===== src/hdl/rvDecodePkg.sv =====
package rvDecodePkg;

    localparam int XLEN       = 32;
    localparam int REG_ADDR_W = 5;

    // Major opcodes, RV32I
    localparam logic [6:0] OP_R_TYPE = 7'b0110011;
    localparam logic [6:0] OP_I_TYPE = 7'b0010011;
    localparam logic [6:0] OP_LOAD   = 7'b0000011;
    localparam logic [6:0] OP_STORE  = 7'b0100011;
    localparam logic [6:0] OP_BRANCH = 7'b1100011;
    localparam logic [6:0] OP_JAL    = 7'b1101111;
    localparam logic [6:0] OP_JALR   = 7'b1100111;
    localparam logic [6:0] OP_LUI    = 7'b0110111;
    localparam logic [6:0] OP_AUIPC  = 7'b0010111;

    // funct3 of the ALU group
    localparam logic [2:0] F3_ADD_SUB = 3'b000;
    localparam logic [2:0] F3_SLL     = 3'b001;
    localparam logic [2:0] F3_SLT     = 3'b010;
    localparam logic [2:0] F3_SLTU    = 3'b011;
    localparam logic [2:0] F3_XOR     = 3'b100;
    localparam logic [2:0] F3_SR      = 3'b101; // SRL or SRA by bit 30
    localparam logic [2:0] F3_OR      = 3'b110;
    localparam logic [2:0] F3_AND     = 3'b111;

    localparam logic [6:0] F7_ALT = 7'b0100000; // SUB, SRA, SRAI

    typedef enum logic [3:0] {
        ADD  = 4'd0,
        SUB  = 4'd1,
        AND  = 4'd2,
        OR   = 4'd3,
        XOR  = 4'd4,
        SLL  = 4'd5,
        SRL  = 4'd6,
        SRA  = 4'd7,
        SLT  = 4'd8,
        SLTU = 4'd9,
        BEQ  = 4'd10, // Compare ops used by the branch unit
        BNE  = 4'd11,
        BLT  = 4'd12,
        BGE  = 4'd13,
        BLTU = 4'd14,
        BGEU = 4'd15
    } aluOpT;

    typedef enum logic [1:0] {
        MEM_DISABLE   = 2'd0,
        MEM_READ_SEXT = 2'd1,
        MEM_READ_ZEXT = 2'd2,
        MEM_WRITE     = 2'd3
    } memOpT;

    // Matches funct3[1:0] of loads and stores
    typedef enum logic [1:0] {
        BYTE     = 2'd0,
        HALFWORD = 2'd1,
        WORD     = 2'd2
    } memSizeT;

    // Second ALU operand
    typedef enum logic [1:0] {
        SEL_B_RS2  = 2'd0,
        SEL_B_IMM  = 2'd1,
        SEL_B_FOUR = 2'd2 // Link address pc + 4
    } selBT;

endpackage


===== src/hdl/controlDecode.sv =====
`timescale 1ns/100ps

module controlDecode (
    input  logic [rvDecodePkg::XLEN-1:0] instruction,
    output rvDecodePkg::aluOpT           aluOp,
    output logic                         selA, // 0 rs1, 1 pc
    output rvDecodePkg::selBT            selB,
    output logic                         aluToReg,
    output rvDecodePkg::memOpT           memOp,
    output rvDecodePkg::memSizeT         memSize,
    output logic                         branch,
    output logic                         jal,
    output logic                         jalr,
    output logic                         legal
);
    import rvDecodePkg::*;

    logic [6:0] opcode;
    logic [2:0] funct3;
    logic [6:0] funct7;
    logic       alt;

    assign opcode = instruction[6:0];
    assign funct3 = instruction[14:12];
    assign funct7 = instruction[31:25];
    assign alt    = instruction[30];

    // Shared by register and immediate ALU instructions
    function automatic aluOpT aluFromFunct3(input logic [2:0] f3, input logic useAlt);
        aluOpT op;
        op = ADD;
        case (f3)
            F3_ADD_SUB: op = useAlt ? SUB : ADD;
            F3_SLL:     op = SLL;
            F3_SLT:     op = SLT;
            F3_SLTU:    op = SLTU;
            F3_XOR:     op = XOR;
            F3_SR:      op = useAlt ? SRA : SRL;
            F3_OR:      op = OR;
            F3_AND:     op = AND;
            default:    op = ADD;
        endcase
        return op;
    endfunction

    function automatic memSizeT sizeFromFunct3(input logic [1:0] f3Low);
        memSizeT size;
        case (f3Low)
            2'b00:   size = BYTE;
            2'b01:   size = HALFWORD;
            default: size = WORD;
        endcase
        return size;
    endfunction

    always_comb begin
        aluOp    = ADD;
        selA     = 1'b0;
        selB     = SEL_B_RS2;
        aluToReg = 1'b0;
        memOp    = MEM_DISABLE;
        memSize  = BYTE;
        branch   = 1'b0;
        jal      = 1'b0;
        jalr     = 1'b0;
        legal    = 1'b0;

        case (opcode)
            OP_R_TYPE: begin
                // ALT funct7 only exists for SUB and SRA
                legal    = (funct7 == 7'b0) ||
                           (funct7 == F7_ALT && (funct3 == F3_ADD_SUB || funct3 == F3_SR));
                aluOp    = aluFromFunct3(funct3, alt);
                aluToReg = 1'b1;
            end
            OP_I_TYPE: begin
                case (funct3)
                    F3_SLL:  legal = (funct7 == 7'b0);
                    F3_SR:   legal = (funct7 == 7'b0) || (funct7 == F7_ALT);
                    default: legal = 1'b1;
                endcase
                // Bit 30 is immediate data except on right shifts
                aluOp    = aluFromFunct3(funct3, funct3 == F3_SR && alt);
                selB     = SEL_B_IMM;
                aluToReg = 1'b1;
            end
            OP_LOAD: begin
                legal   = (funct3 != 3'b011) && (funct3 != 3'b110) && (funct3 != 3'b111);
                selB    = SEL_B_IMM; // Address is rs1 + imm
                memOp   = funct3[2] ? MEM_READ_ZEXT : MEM_READ_SEXT;
                memSize = sizeFromFunct3(funct3[1:0]);
            end
            OP_STORE: begin
                legal   = !funct3[2] && (funct3[1:0] != 2'b11);
                selB    = SEL_B_IMM;
                memOp   = MEM_WRITE;
                memSize = sizeFromFunct3(funct3[1:0]);
            end
            OP_BRANCH: begin
                legal  = 1'b1;
                branch = 1'b1;
                case (funct3)
                    3'b000:  aluOp = BEQ;
                    3'b001:  aluOp = BNE;
                    3'b100:  aluOp = BLT;
                    3'b101:  aluOp = BGE;
                    3'b110:  aluOp = BLTU;
                    3'b111:  aluOp = BGEU;
                    default: legal = 1'b0;
                endcase
            end
            OP_JAL: begin
                legal    = 1'b1;
                selA     = 1'b1; // ALU computes pc + 4 for rd
                selB     = SEL_B_FOUR;
                aluToReg = 1'b1;
                jal      = 1'b1;
            end
            OP_JALR: begin
                legal    = (funct3 == 3'b000);
                selA     = 1'b1;
                selB     = SEL_B_FOUR;
                aluToReg = 1'b1;
                jalr     = 1'b1;
            end
            OP_LUI: begin
                legal    = 1'b1;
                selB     = SEL_B_IMM;
                aluToReg = 1'b1;
            end
            OP_AUIPC: begin
                legal    = 1'b1;
                selA     = 1'b1;
                selB     = SEL_B_IMM;
                aluToReg = 1'b1;
            end
            default: legal = 1'b0; // FENCE, SYSTEM and unknown opcodes
        endcase
    end

    // Redirect kinds are exclusive for any accepted word
    legalOneRedirect: assert property (@(instruction)
        legal |-> $onehot0({branch, jal, jalr}))
        else $error("controlDecode: more than one of branch/jal/jalr set");

endmodule


===== src/hdl/decodeStage.sv =====
`timescale 1ns/100ps

module decodeStage (
    input  logic                               clk,
    input  logic                               rst,
    input  logic                               stall,
    input  logic                               flush,
    input  logic [rvDecodePkg::XLEN-1:0]       pcIn,
    input  logic [rvDecodePkg::REG_ADDR_W-1:0] rs1Next,
    input  logic [rvDecodePkg::REG_ADDR_W-1:0] rs2Next,
    input  logic [rvDecodePkg::REG_ADDR_W-1:0] rdNext,
    input  logic [rvDecodePkg::XLEN-1:0]       immNext,
    input  rvDecodePkg::aluOpT                 aluOpNext,
    input  logic                               selANext,
    input  rvDecodePkg::selBT                  selBNext,
    input  logic                               aluToRegNext,
    input  rvDecodePkg::memOpT                 memOpNext,
    input  rvDecodePkg::memSizeT               memSizeNext,
    input  logic                               branchNext,
    input  logic                               jalNext,
    input  logic                               jalrNext,
    input  logic                               legal,
    output logic [rvDecodePkg::REG_ADDR_W-1:0] rs1,
    output logic [rvDecodePkg::REG_ADDR_W-1:0] rs2,
    output logic [rvDecodePkg::REG_ADDR_W-1:0] rd,
    output logic [rvDecodePkg::XLEN-1:0]       imm,
    output rvDecodePkg::aluOpT                 aluOp,
    output logic                               selA,
    output rvDecodePkg::selBT                  selB,
    output logic                               aluToReg,
    output rvDecodePkg::memOpT                 memOp,
    output rvDecodePkg::memSizeT               memSize,
    output logic                               branch,
    output logic                               jal,
    output logic                               jalr,
    output logic [rvDecodePkg::XLEN-1:0]       pc
);
    import rvDecodePkg::*;

    logic discard; // Set by flush, eats the next accepted word

    always_ff @(posedge clk) begin
        if (rst || flush) begin
            rs1      <= '0;
            rs2      <= '0;
            rd       <= '0;
            imm      <= '0;
            aluOp    <= ADD;
            selA     <= 1'b0;
            selB     <= SEL_B_RS2;
            aluToReg <= 1'b0;
            memOp    <= MEM_DISABLE;
            memSize  <= BYTE;
            branch   <= 1'b0;
            jal      <= 1'b0;
            jalr     <= 1'b0;
            pc       <= '0;
            discard  <= flush && !rst;
        end else if (!stall) begin
            if (discard) begin
                discard <= 1'b0; // Outputs stay cleared
            end else begin
                // Illegal words become a bubble that still carries pc
                rs1      <= legal ? rs1Next : '0;
                rs2      <= legal ? rs2Next : '0;
                rd       <= legal ? rdNext : '0;
                imm      <= legal ? immNext : '0;
                aluOp    <= legal ? aluOpNext : ADD;
                selA     <= legal && selANext;
                selB     <= legal ? selBNext : SEL_B_RS2;
                aluToReg <= legal && aluToRegNext;
                memOp    <= legal ? memOpNext : MEM_DISABLE;
                memSize  <= legal ? memSizeNext : BYTE;
                branch   <= legal && branchNext;
                jal      <= legal && jalNext;
                jalr     <= legal && jalrNext;
                pc       <= pcIn;
            end
        end
    end

    // Stores never name a destination, checked across both decoders
    storeNoRd: assert property (@(posedge clk) disable iff (rst)
        memOp == MEM_WRITE |-> rd == '0)
        else $error("decodeStage: store with nonzero rd");

    resetIdle: assert property (@(posedge clk)
        rst |=> !branch && !jal && !jalr && !aluToReg && memOp == MEM_DISABLE)
        else $error("decodeStage: control active after reset");

    stallHold: assert property (@(posedge clk)
        stall && !rst && !flush |=>
            $stable({rs1, rs2, rd, imm, aluOp, selA, selB, aluToReg,
                     memOp, memSize, branch, jal, jalr, pc}))
        else $error("decodeStage: outputs changed during stall");

endmodule


===== src/hdl/decodeTop.sv =====
`timescale 1ns/100ps

module decodeTop (
    input  logic                               clk,
    input  logic                               rst,
    input  logic                               stall,
    input  logic                               flush,
    input  logic [rvDecodePkg::XLEN-1:0]       instruction,
    input  logic [rvDecodePkg::XLEN-1:0]       pcIn,
    output logic [rvDecodePkg::REG_ADDR_W-1:0] rs1,
    output logic [rvDecodePkg::REG_ADDR_W-1:0] rs2,
    output logic [rvDecodePkg::REG_ADDR_W-1:0] rd,
    output logic [rvDecodePkg::XLEN-1:0]       imm,
    output rvDecodePkg::aluOpT                 aluOp,
    output logic                               selA,
    output rvDecodePkg::selBT                  selB,
    output logic                               aluToReg,
    output rvDecodePkg::memOpT                 memOp,
    output rvDecodePkg::memSizeT               memSize,
    output logic                               branch,
    output logic                               jal,
    output logic                               jalr,
    output logic [rvDecodePkg::XLEN-1:0]       pc
);
    import rvDecodePkg::*;

    // Combinational decode results ahead of the stage register
    logic [REG_ADDR_W-1:0] rs1Next;
    logic [REG_ADDR_W-1:0] rs2Next;
    logic [REG_ADDR_W-1:0] rdNext;
    logic [XLEN-1:0]       immNext;
    aluOpT                 aluOpNext;
    logic                  selANext;
    selBT                  selBNext;
    logic                  aluToRegNext;
    memOpT                 memOpNext;
    memSizeT               memSizeNext;
    logic                  branchNext;
    logic                  jalNext;
    logic                  jalrNext;
    logic                  legal;

    operandDecode operands (
        .instruction (instruction),
        .rs1         (rs1Next),
        .rs2         (rs2Next),
        .rd          (rdNext),
        .imm         (immNext)
    );

    controlDecode control (
        .instruction (instruction),
        .aluOp       (aluOpNext),
        .selA        (selANext),
        .selB        (selBNext),
        .aluToReg    (aluToRegNext),
        .memOp       (memOpNext),
        .memSize     (memSizeNext),
        .branch      (branchNext),
        .jal         (jalNext),
        .jalr        (jalrNext),
        .legal       (legal)
    );

    decodeStage stage (
        .clk          (clk),
        .rst          (rst),
        .stall        (stall),
        .flush        (flush),
        .pcIn         (pcIn),
        .rs1Next      (rs1Next),
        .rs2Next      (rs2Next),
        .rdNext       (rdNext),
        .immNext      (immNext),
        .aluOpNext    (aluOpNext),
        .selANext     (selANext),
        .selBNext     (selBNext),
        .aluToRegNext (aluToRegNext),
        .memOpNext    (memOpNext),
        .memSizeNext  (memSizeNext),
        .branchNext   (branchNext),
        .jalNext      (jalNext),
        .jalrNext     (jalrNext),
        .legal        (legal),
        .rs1          (rs1),
        .rs2          (rs2),
        .rd           (rd),
        .imm          (imm),
        .aluOp        (aluOp),
        .selA         (selA),
        .selB         (selB),
        .aluToReg     (aluToReg),
        .memOp        (memOp),
        .memSize      (memSize),
        .branch       (branch),
        .jal          (jal),
        .jalr         (jalr),
        .pc           (pc)
    );

endmodule


===== src/hdl/operandDecode.sv =====
`timescale 1ns/100ps

module operandDecode (
    input  logic [rvDecodePkg::XLEN-1:0]       instruction,
    output logic [rvDecodePkg::REG_ADDR_W-1:0] rs1,
    output logic [rvDecodePkg::REG_ADDR_W-1:0] rs2,
    output logic [rvDecodePkg::REG_ADDR_W-1:0] rd,
    output logic [rvDecodePkg::XLEN-1:0]       imm
);
    import rvDecodePkg::*;

    // Instruction formats as seen by the operand fields
    typedef enum logic [2:0] {
        FMT_NONE,
        FMT_R,
        FMT_I,
        FMT_SHIFT, // I-type with shamt
        FMT_S,
        FMT_B,
        FMT_J,
        FMT_U
    } formatT;

    formatT          format;
    logic [6:0]      opcode;
    logic [2:0]      funct3;
    logic [XLEN-1:0] immI;
    logic [XLEN-1:0] immS;
    logic [XLEN-1:0] immB;
    logic [XLEN-1:0] immJ;
    logic [XLEN-1:0] immU;
    logic [XLEN-1:0] immShamt;

    assign opcode = instruction[6:0];
    assign funct3 = instruction[14:12];

    // All immediates sign-extend from bit 31
    assign immI = {{(XLEN-12){instruction[31]}}, instruction[31:20]};
    assign immS = {{(XLEN-12){instruction[31]}}, instruction[31:25], instruction[11:7]};
    assign immB = {{(XLEN-12){instruction[31]}}, instruction[7], instruction[30:25],
                   instruction[11:8], 1'b0};
    assign immJ = {{(XLEN-20){instruction[31]}}, instruction[19:12], instruction[20],
                   instruction[30:21], 1'b0};
    assign immU = {instruction[31:12], 12'b0};
    assign immShamt = {{(XLEN-5){1'b0}}, instruction[24:20]};

    always_comb begin
        format = FMT_NONE;
        case (opcode)
            OP_R_TYPE: format = FMT_R;
            OP_I_TYPE: format = (funct3 == F3_SLL || funct3 == F3_SR) ? FMT_SHIFT : FMT_I;
            OP_LOAD:   format = FMT_I;
            OP_JALR:   format = FMT_I; // rs1 + I immediate
            OP_STORE:  format = FMT_S;
            OP_BRANCH: format = FMT_B;
            OP_JAL:    format = FMT_J;
            OP_LUI:    format = FMT_U;
            OP_AUIPC:  format = FMT_U;
            default:   format = FMT_NONE;
        endcase
    end

    // Fields a format does not use stay zero
    always_comb begin
        rs1 = '0;
        rs2 = '0;
        rd  = '0;
        imm = '0;
        case (format)
            FMT_R: begin
                rs1 = instruction[19:15];
                rs2 = instruction[24:20];
                rd  = instruction[11:7];
            end
            FMT_I: begin
                rs1 = instruction[19:15];
                rd  = instruction[11:7];
                imm = immI;
            end
            FMT_SHIFT: begin
                rs1 = instruction[19:15];
                rd  = instruction[11:7];
                imm = immShamt;
            end
            FMT_S: begin
                rs1 = instruction[19:15];
                rs2 = instruction[24:20];
                imm = immS;
            end
            FMT_B: begin
                rs1 = instruction[19:15];
                rs2 = instruction[24:20];
                imm = immB;
            end
            FMT_J: begin
                rd  = instruction[11:7];
                imm = immJ;
            end
            FMT_U: begin
                rd  = instruction[11:7];
                imm = immU;
            end
            default: ;
        endcase
    end

endmodule


===== config.mk =====
export PLATFORM = sky130hd
export DESIGN_NAME = decodeTop
export DESIGN_NICKNAME = d
export VERILOG_FILES = /design/src/hdl/rvDecodePkg.sv /design/src/hdl/controlDecode.sv /design/src/hdl/decodeStage.sv /design/src/hdl/decodeTop.sv /design/src/hdl/operandDecode.sv
export SDC_FILE = /design/constraint.sdc
export NUM_CORES = 1
export LEC_CHECK = 0
export ABC_AREA = 1
export BUFFER_PORTS_ARGS = -buffer_cell sky130_fd_sc_hd__buf_2
export CAP_MARGIN = 25
export CORE_MARGIN = 2
export CORE_UTILIZATION = 45
export CTS_CLUSTER_DIAMETER = 100
export DETAILED_ROUTE_END_ITERATION = 7
export GPL_TIMING_DRIVEN = 0
export PLACE_DENSITY_LB_ADDON = 0.08
export SETUP_SLACK_MARGIN = 0.05
export SLEW_MARGIN = 30
export SYNTH_ARGS = -nofsm -noshare
export SYNTH_HDL_FRONTEND = slang
export SYNTH_SLANG_ARGS = --single-unit

===== constraint.sdc =====
create_clock -name clk -period 1.35 [get_ports clk]
set_input_delay 0 -clock clk [delete_from_list [all_inputs] [get_ports clk]]
set_output_delay 0 -clock clk [all_outputs]
set_load 0.1 [all_outputs]

==> results.json, run 1 <==
{
  "status": "finished, violations left",
  "violations": "setup timing",
  "crit_chain": "nor2_4 -> buf_8 -> inv_8 -> clkbuf_16 -> buf_4 -> nor2_1 -> nor2_1",
  "timing.final.ws_setup_ns": -0.0786,
  "power_density_mw_per_mm2": 902,
  "synth.most_common_cell": "nand2_1",
  "gp_congestion": 0.899,
  "async_flop_share_pct": 0,
  "crit_path_end_kind": "flop",
  "vdd_ir_drop_max_v": 0.000690,
  "crit_cells": 7,
  "synth_top_area_cell": "dfxtp_1",
  "yosysSeqAreaShare_pct": 42.5,
  "drive_gt1_share_pct": 36.4,
  "synth_edf_count": 1,
  "slew_headroom_pct": 54.8,
  "max_freq_ghz": 0.700,
  "dp_hpwl_microns": 11000,
  "slowest_stage": "edfxtp_1",
  "r2r_start": "stage.discard",
  "rr_worst_depth": 7,
  "worst_pin_slew_ns": 0.679,
  "cp_num_buf_inv": 4,
  "antenna_left": 0,
  "routed_wl_microns": 15700,
  "cts_buffer_depth": 2,
  "dieArea_sq_mm": 0.0108,
  "whs_path_depth": 4,
  "total_power_mw": 6.11,
  "finalSetupViolations": 31,
  "drt_iter0_markers": 285,
  "antenna_found_initial": 0,
  "port_buffers": 160,
  "cp.required_ns": 1.62,
  "arrival_ns": 1.70,
  "synth_cell_type_count": 29,
  "area_growth_syn_to_layout_pct": 50.6,
  "grt_overflow_total": 0,
  "final_net_count": 961,
  "start_kind": "flop",
  "synth.net_count": 733,
  "min_to": "stage.rs1[3]",
  "synthTopCellsByArea": "dfxtp_1 (42%), nand2_1 (13%), nor2_1 (10%)",
  "place_area_sq_mm": 0.00548,
  "clock_latency_ns": 0.37,
  "die_h_microns": 104,
  "fillerInstances": 862,
  "die_w_microns": 104,
  "grt_pass1_vias": 5103,
  "cp-startpoint": "stage.discard",
  "final_core_util_pct": 69.7,
  "r2r_end": "stage.pc[19]",
  "path_common_cell": "nor2_1",
  "grt_start_max_net_pins": 18,
  "finalCritPeriodShare_pct": 106,
  "cts_root_buffer": "clkbuf_8",
  "drc": 0,
  "htree_levels": 3,
  "min_path_type": "input port to flop",
  "clk_pin_slew_ns": 0.10,
  "dr.pass1.iters": 5,
  "grt_usage_pct": 28.6,
  "rsz0062_at_grt": "true",
  "finalMaxSlewViolations": 0,
  "yosysWarnings": 0,
  "ys_ff_latch": 95,
  "cts.sinks": 95,
  "syn_inst": 665,
  "min_from": "instruction[18]",
  "initial_core_util_pct": 46.3,
  "cpPeakStageDelay_ns": 0.43,
  "critPathTopFamily": "buffers and inverters",
  "grt_pass1_wl_microns": 24900,
  "cp_max_fo": 10,
  "synth_top_area_share_pct": 41.8,
  "top_level_ports": 162,
  "max_cap_violations": 0,
  "vias": 5321,
  "cts_tree": "yes",
  "worstSetupPathType": "flop to flop",
  "post_drt_via_cell_ratio": 5.16,
  "final_area_sq_mm": 0.00678,
  "hold_viol": 0,
  "fin_skew_ns": 0.00986,
  "synth_area_sq_mm": 0.00450,
  "power_leakage_nw": 3.16,
  "antennaDiodeCount": 0,
  "period_needed_ns": 1.43,
  "cts_made_buffers": 9,
  "rrSetupSlack_ns": -0.08,
  "syn_avg_cell_area_sq_um": 6.77,
  "coreArea_sq_mm": 0.00973,
  "wl_per_cell_microns": 15.3,
  "synth_ff_type": "dfxtp_1",
  "rows": 36,
  "synth_commonest_cells": "nand2_1 (154), nor2_1 (120), dfxtp_1 (94), a21oi_1 (66), nand3_1 (63)"
}
repair_timing:
item	4_1_cts	5_1_grt
gates cloned	3	3
pin swaps	17	10
gates resized for setup	79	62
endpoints found under the setup margin	94	94
hold endpoints to repair	43	1
hold buffers	42	1
buffers inserted	5	4
worst max-delay path by stage:
stage | to | slack (ns)
5_1_grt | stage.pc[19] | -0.12
2_1_floorplan | stage.aluOp[1] | 0.04
4_1_cts | stage.aluOp[0] | -0.08
3_5_place_dp | stage.aluOp[3] | -0.46
3_3_place_gp | stage.aluOp[3] | -0.44
6_report | stage.pc[19] | -0.08
cell usage in the layout (no fill, tap or decap), drive strengths merged, types with 2 or more instances in the layout:
| cell | Yosys | layout |
|---|---|---|
| a21oi | 66 | 66 |
| a31o | 5 | 5 |
| buf | 18 | 189 |
| clkbuf | 24 | 37 |
| clkinv | 0 | 2 |
| dfxtp | 94 | 94 |
| dlygate4sd3 | 0 | 43 |
| inv | 39 | 41 |
| nand2 | 162 | 162 |
| nand3 | 66 | 66 |
| nand3b | 8 | 8 |
| nand4 | 9 | 9 |
| nor2 | 127 | 127 |
| o211ai | 2 | 2 |
| o21ai | 40 | 40 |
worst reg2reg max path, delay by kind of cell (launching register included):
kind | cells | cell delay (ns)
buf+inv | 4 | 0.54
simple gates | 3 | 0.37
flops | 1 | 0.43
per-layer routing:
layer  vias up  global-route usage [%]  routed length (microns)
met2       182                    49.5                     7710
li1       2613                       -                        -
met1      2490                    35.6                     6880
met4         0                    12.0                      461
met3        36                    4.26                      679
met5         -                       0                        0
cell type report:
class / instances / area (sq um) / area share (%)
inverters: 39 / 154 / 2.27
repair buffers: 218 / 1410 / 20.8
multi-input cells: 489 / 2590 / 38.2
well taps: 133 / 166 / 2.46
plain buffers: 41 / 347 / 5.11
clock buffers: 10 / 128 / 1.88
clock inverters: 6 / 67.6 / 0.997
flip-flops and latches: 95 / 1910 / 28.2
registers in the layout, summed over array words and instances (netlist names), 2 cells and up:
| name | cells |
|---|---|
| stage.pc | 32 |
| stage.selB | 2 |
| stage.memSize | 2 |
| stage.imm | 32 |
| stage.rs2 | 5 |
| stage.rs1 | 5 |
| stage.memOp | 2 |
| stage.aluOp | 4 |
| stage.rd | 5 |
where the power goes:
| part | switching [mW] | leakage (nW) | internal (mW) |
|---|---|---|---|
| registers | 0.0210 | 0.771 | 2.85 |
| clock network | 1.08 | 0.0986 | 0.872 |
| logic | 0.862 | 2.29 | 0.429 |
| total | 1.96 | 3.16 | 4.15 |
stage by stage:
step / instances / hold slack (ns) / setup TNS [ns] / setup slack, ns
final: 1031 / 0.0146 / -0.715 / -0.0786
after CTS: 1024 / 0.0000781 / -2.80 / -0.0810
after global placement: 958 / 0.222 / -29.04 / -0.442
after floorplan: 665 / 0.135 / 0 / 0.0375
after detailed placement: 958 / 0.232 / -31.11 / -0.461
after global routing: 1031 / 0.0192 / -3.71 / -0.118
cell families (layout without fill, tap and decap cells):
kind of cell	after synthesis	in the layout	synth area share [%]
AO/OA/AOI/OAI	117	117	13.8
AND/OR/NAND/NOR	372	372	36.1
flip-flops	95	95	42.5
buffers and inverters	81	314	7.67
(Power assumes the default switching activity.)
==> run 2, diff against run 1 <==
--- a/config.mk
+++ b/config.mk
@@ -14,6 +14,7 @@
 export DETAILED_ROUTE_END_ITERATION = 7
 export GPL_TIMING_DRIVEN = 0
 export PLACE_DENSITY_LB_ADDON = 0.08
+export REMOVE_ABC_BUFFERS = 1
 export SETUP_SLACK_MARGIN = 0.05
 export SLEW_MARGIN = 30
 export SYNTH_ARGS = -nofsm -noshare
==> run 2 against run 1 <==
The flow still finishes with violations (setup timing). Hold slack better by 0.0076 ns. Sequential share of layout area increased by 0.82 points. Power down 1.1%. Clock-buffer cell count grew 1. Largest power group unchanged.
==> results.json, run 2 (synthesis results as in run 1) <==
{
  "min_to": "stage.imm[1]",
  "timing.final.ws_setup_ns": -0.115,
  "grt_pass1_wl_microns": 24300,
  "initial_core_util_pct": 46.3,
  "rows": 36,
  "slew_headroom_pct": 56.3,
  "area_growth_syn_to_layout_pct": 46.3,
  "final_cells": 1008,
  "antennaDiodeCount": 0,
  "power_leakage_nw": 3.14,
  "fin_skew_ns": 0.00876,
  "clk_pin_slew_ns": 0.09,
  "cts_made_buffers": 9,
  "top_level_ports": 162,
  "layout_commonest_cell": "buf_2",
  "cts_buffer_depth": 2,
  "finalCritPeriodShare_pct": 109,
  "max_freq_ghz": 0.683,
  "r2r_end": "stage.rs1[4]",
  "rr_worst_depth": 8,
  "rsz0062_at_grt": "true",
  "routed_wl_microns": 15100,
  "worstSetupPathType": "flop to flop",
  "r2r_start": "stage.discard",
  "crit_path_end_kind": "flop",
  "rrSetupSlack_ns": -0.11,
  "min_path_type": "input port to flop",
  "dr.pass1.iters": 5,
  "fillerInstances": 839,
  "cp_max_fo": 13,
  "vdd_ir_drop_max_v": 0.000435,
  "grt_pass1_vias": 4968,
  "whs_path_depth": 5,
  "path_common_cell": "buf_16",
  "crit_chain": "nor2_4 -> buf_8 -> buf_16 -> buf_16 -> inv_16 -> buf_16 -> nand2_1 -> a21oi_1",
  "die_w_microns": 104,
  "dp_hpwl_microns": 8690,
  "drc": 0,
  "port_buffers": 161,
  "reg_top3": "stage.imm x32, stage.pc x32",
  "cts_tree": "yes",
  "htree_levels": 3,
  "final_net_count": 940,
  "grt_overflow_total": 0,
  "finalSetupViolations": 89,
  "clock_latency_ns": 0.36,
  "violations": "setup timing",
  "cpPeakStageDelay_ns": 0.45,
  "wl_per_cell_microns": 15.0,
  "arrival_ns": 1.69,
  "finalMaxSlewViolations": 0,
  "drive_gt1_share_pct": 31.3,
  "drt_iter0_markers": 304,
  "antenna_left": 0,
  "cp.required_ns": 1.57,
  "cts_root_buffer": "clkbuf_8",
  "hold_viol": 0,
  "max_cap_violations": 0,
  "min_from": "instruction[21]",
  "die_h_microns": 104,
  "coreArea_sq_mm": 0.00973,
  "start_kind": "flop",
  "dieArea_sq_mm": 0.0108,
  "cts.sinks": 95,
  "power_density_mw_per_mm2": 917,
  "worst_pin_slew_ns": 0.653,
  "place_ws_ns": -0.947,
  "vias": 5202,
  "grt_start_max_net_pins": 63,
  "slowest_stage": "edfxtp_1",
  "gp_congestion": 0.858,
  "status": "finished, violations left",
  "grt_usage_pct": 27.4,
  "place_inst": 922,
  "antenna_found_initial": 0,
  "total_power_mw": 6.04,
  "period_needed_ns": 1.46,
  "post_drt_via_cell_ratio": 5.16,
  "mostFrequentLayoutCells": "buf_2 (161), nand2_1 (143), nor2_1 (97)"
}
[run 2: cell types whose count changed in the layout (fill, tap and decap cells not counted), moves of 5 or more]
| cell | previous run | this run |
|---|---|---|
| nand3_2 | 14 | 1 |
| clkbuf_4 | 8 | 0 |
| clkbuf_1 | 11 | 1 |
| buf_2 | 166 | 161 |
| dlygate4sd3_1 | 43 | 49 |
| a21oi_1 | 43 | 64 |
| a21oi_2 | 22 | 1 |
| buf_16 | 0 | 7 |
| nand3_1 | 47 | 62 |
| buf_6 | 7 | 1 |
| clkbuf_16 | 5 | 0 |
[run 2: final cells by class]
| type | instances | area [sq um] | area share (%) |
|---|---|---|---|
| repair buffers | 235 | 1710 | 25.9 |
| repair inverters | 2 | 20.0 | 0.304 |
| well taps | 133 | 166 | 2.53 |
| clock inverters | 3 | 43.8 | 0.665 |
| inverters | 39 | 165 | 2.51 |
| flip-flops and latches | 95 | 1910 | 29.0 |
| clock buffers | 11 | 141 | 2.15 |
| multi-input cells | 490 | 2430 | 36.9 |
[run 2: worst max-delay path, delay by kind of cell, from the launching register on]
family / cells / cell delay (ns)
flip-flops: 1 / 0.45
buffers and inverters: 5 / 0.58
AO/OA/AOI/OAI: 1 / 0.06
AND/OR/NAND/NOR: 2 / 0.21
[run 2: layer usage]
layer	track usage (%)	share of wire (%)	wire [microns]
met3	6.52	7.6	1150
met2	46.1	47	7150
met4	9.85	1.7	258
met5	0	0	0
met1	34.3	44	6590
[run 2: where the power goes]
| group | leakage (nW) | switching (mW) | internal, mW |
|---|---|---|---|
| clock | 0.0957 | 0.966 | 0.893 |
| sequential | 0.771 | 0.0243 | 2.85 |
| combinational | 2.27 | 0.853 | 0.455 |
[run 2: metrics by stage]
stage               hold slack, ns  instance area (sq um)  utilization, %  setup TNS (ns)
finish                      0.0221                   6590            67.7           -7.66
global route                0.0322                   6590            67.7          -11.55
CTS                        0.00101                   6480            66.6           -7.94
detailed placement           0.228                   5410            55.6          -76.63
global placement             0.224                   5280            54.2         -598.37
floorplan                    0.135                   4300               -         -326.88
[run 2: how the worst max path moves through the flow]
| stage | from | slack (ns) | depth (start not counted) | end |
|---|---|---|---|---|
| finish | stage.discard | -0.11 | 8 | stage.rs1[4] |
| global route | stage.discard | -0.16 | 5 | stage.pc[11] |
| CTS | stage.discard | -0.11 | 8 | stage.memSize[0] |
| detailed placement | stage.discard | -0.95 | 8 | stage.aluOp[1] |
| global placement | stage.discard | -6.85 | 5 | stage.aluOp[1] |
| floorplan | stage.discard | -3.83 | 5 | stage.aluOp[2] |
[run 2: what timing repair did]
action	in CTS	in global routing
cloned	9	0
setup buffers	11	3
hold buffers	49	0
endpoints found under the hold margin	51	0
pin swaps	4	3
gates resized for setup	34	25
endpoints found under the setup margin	94	94
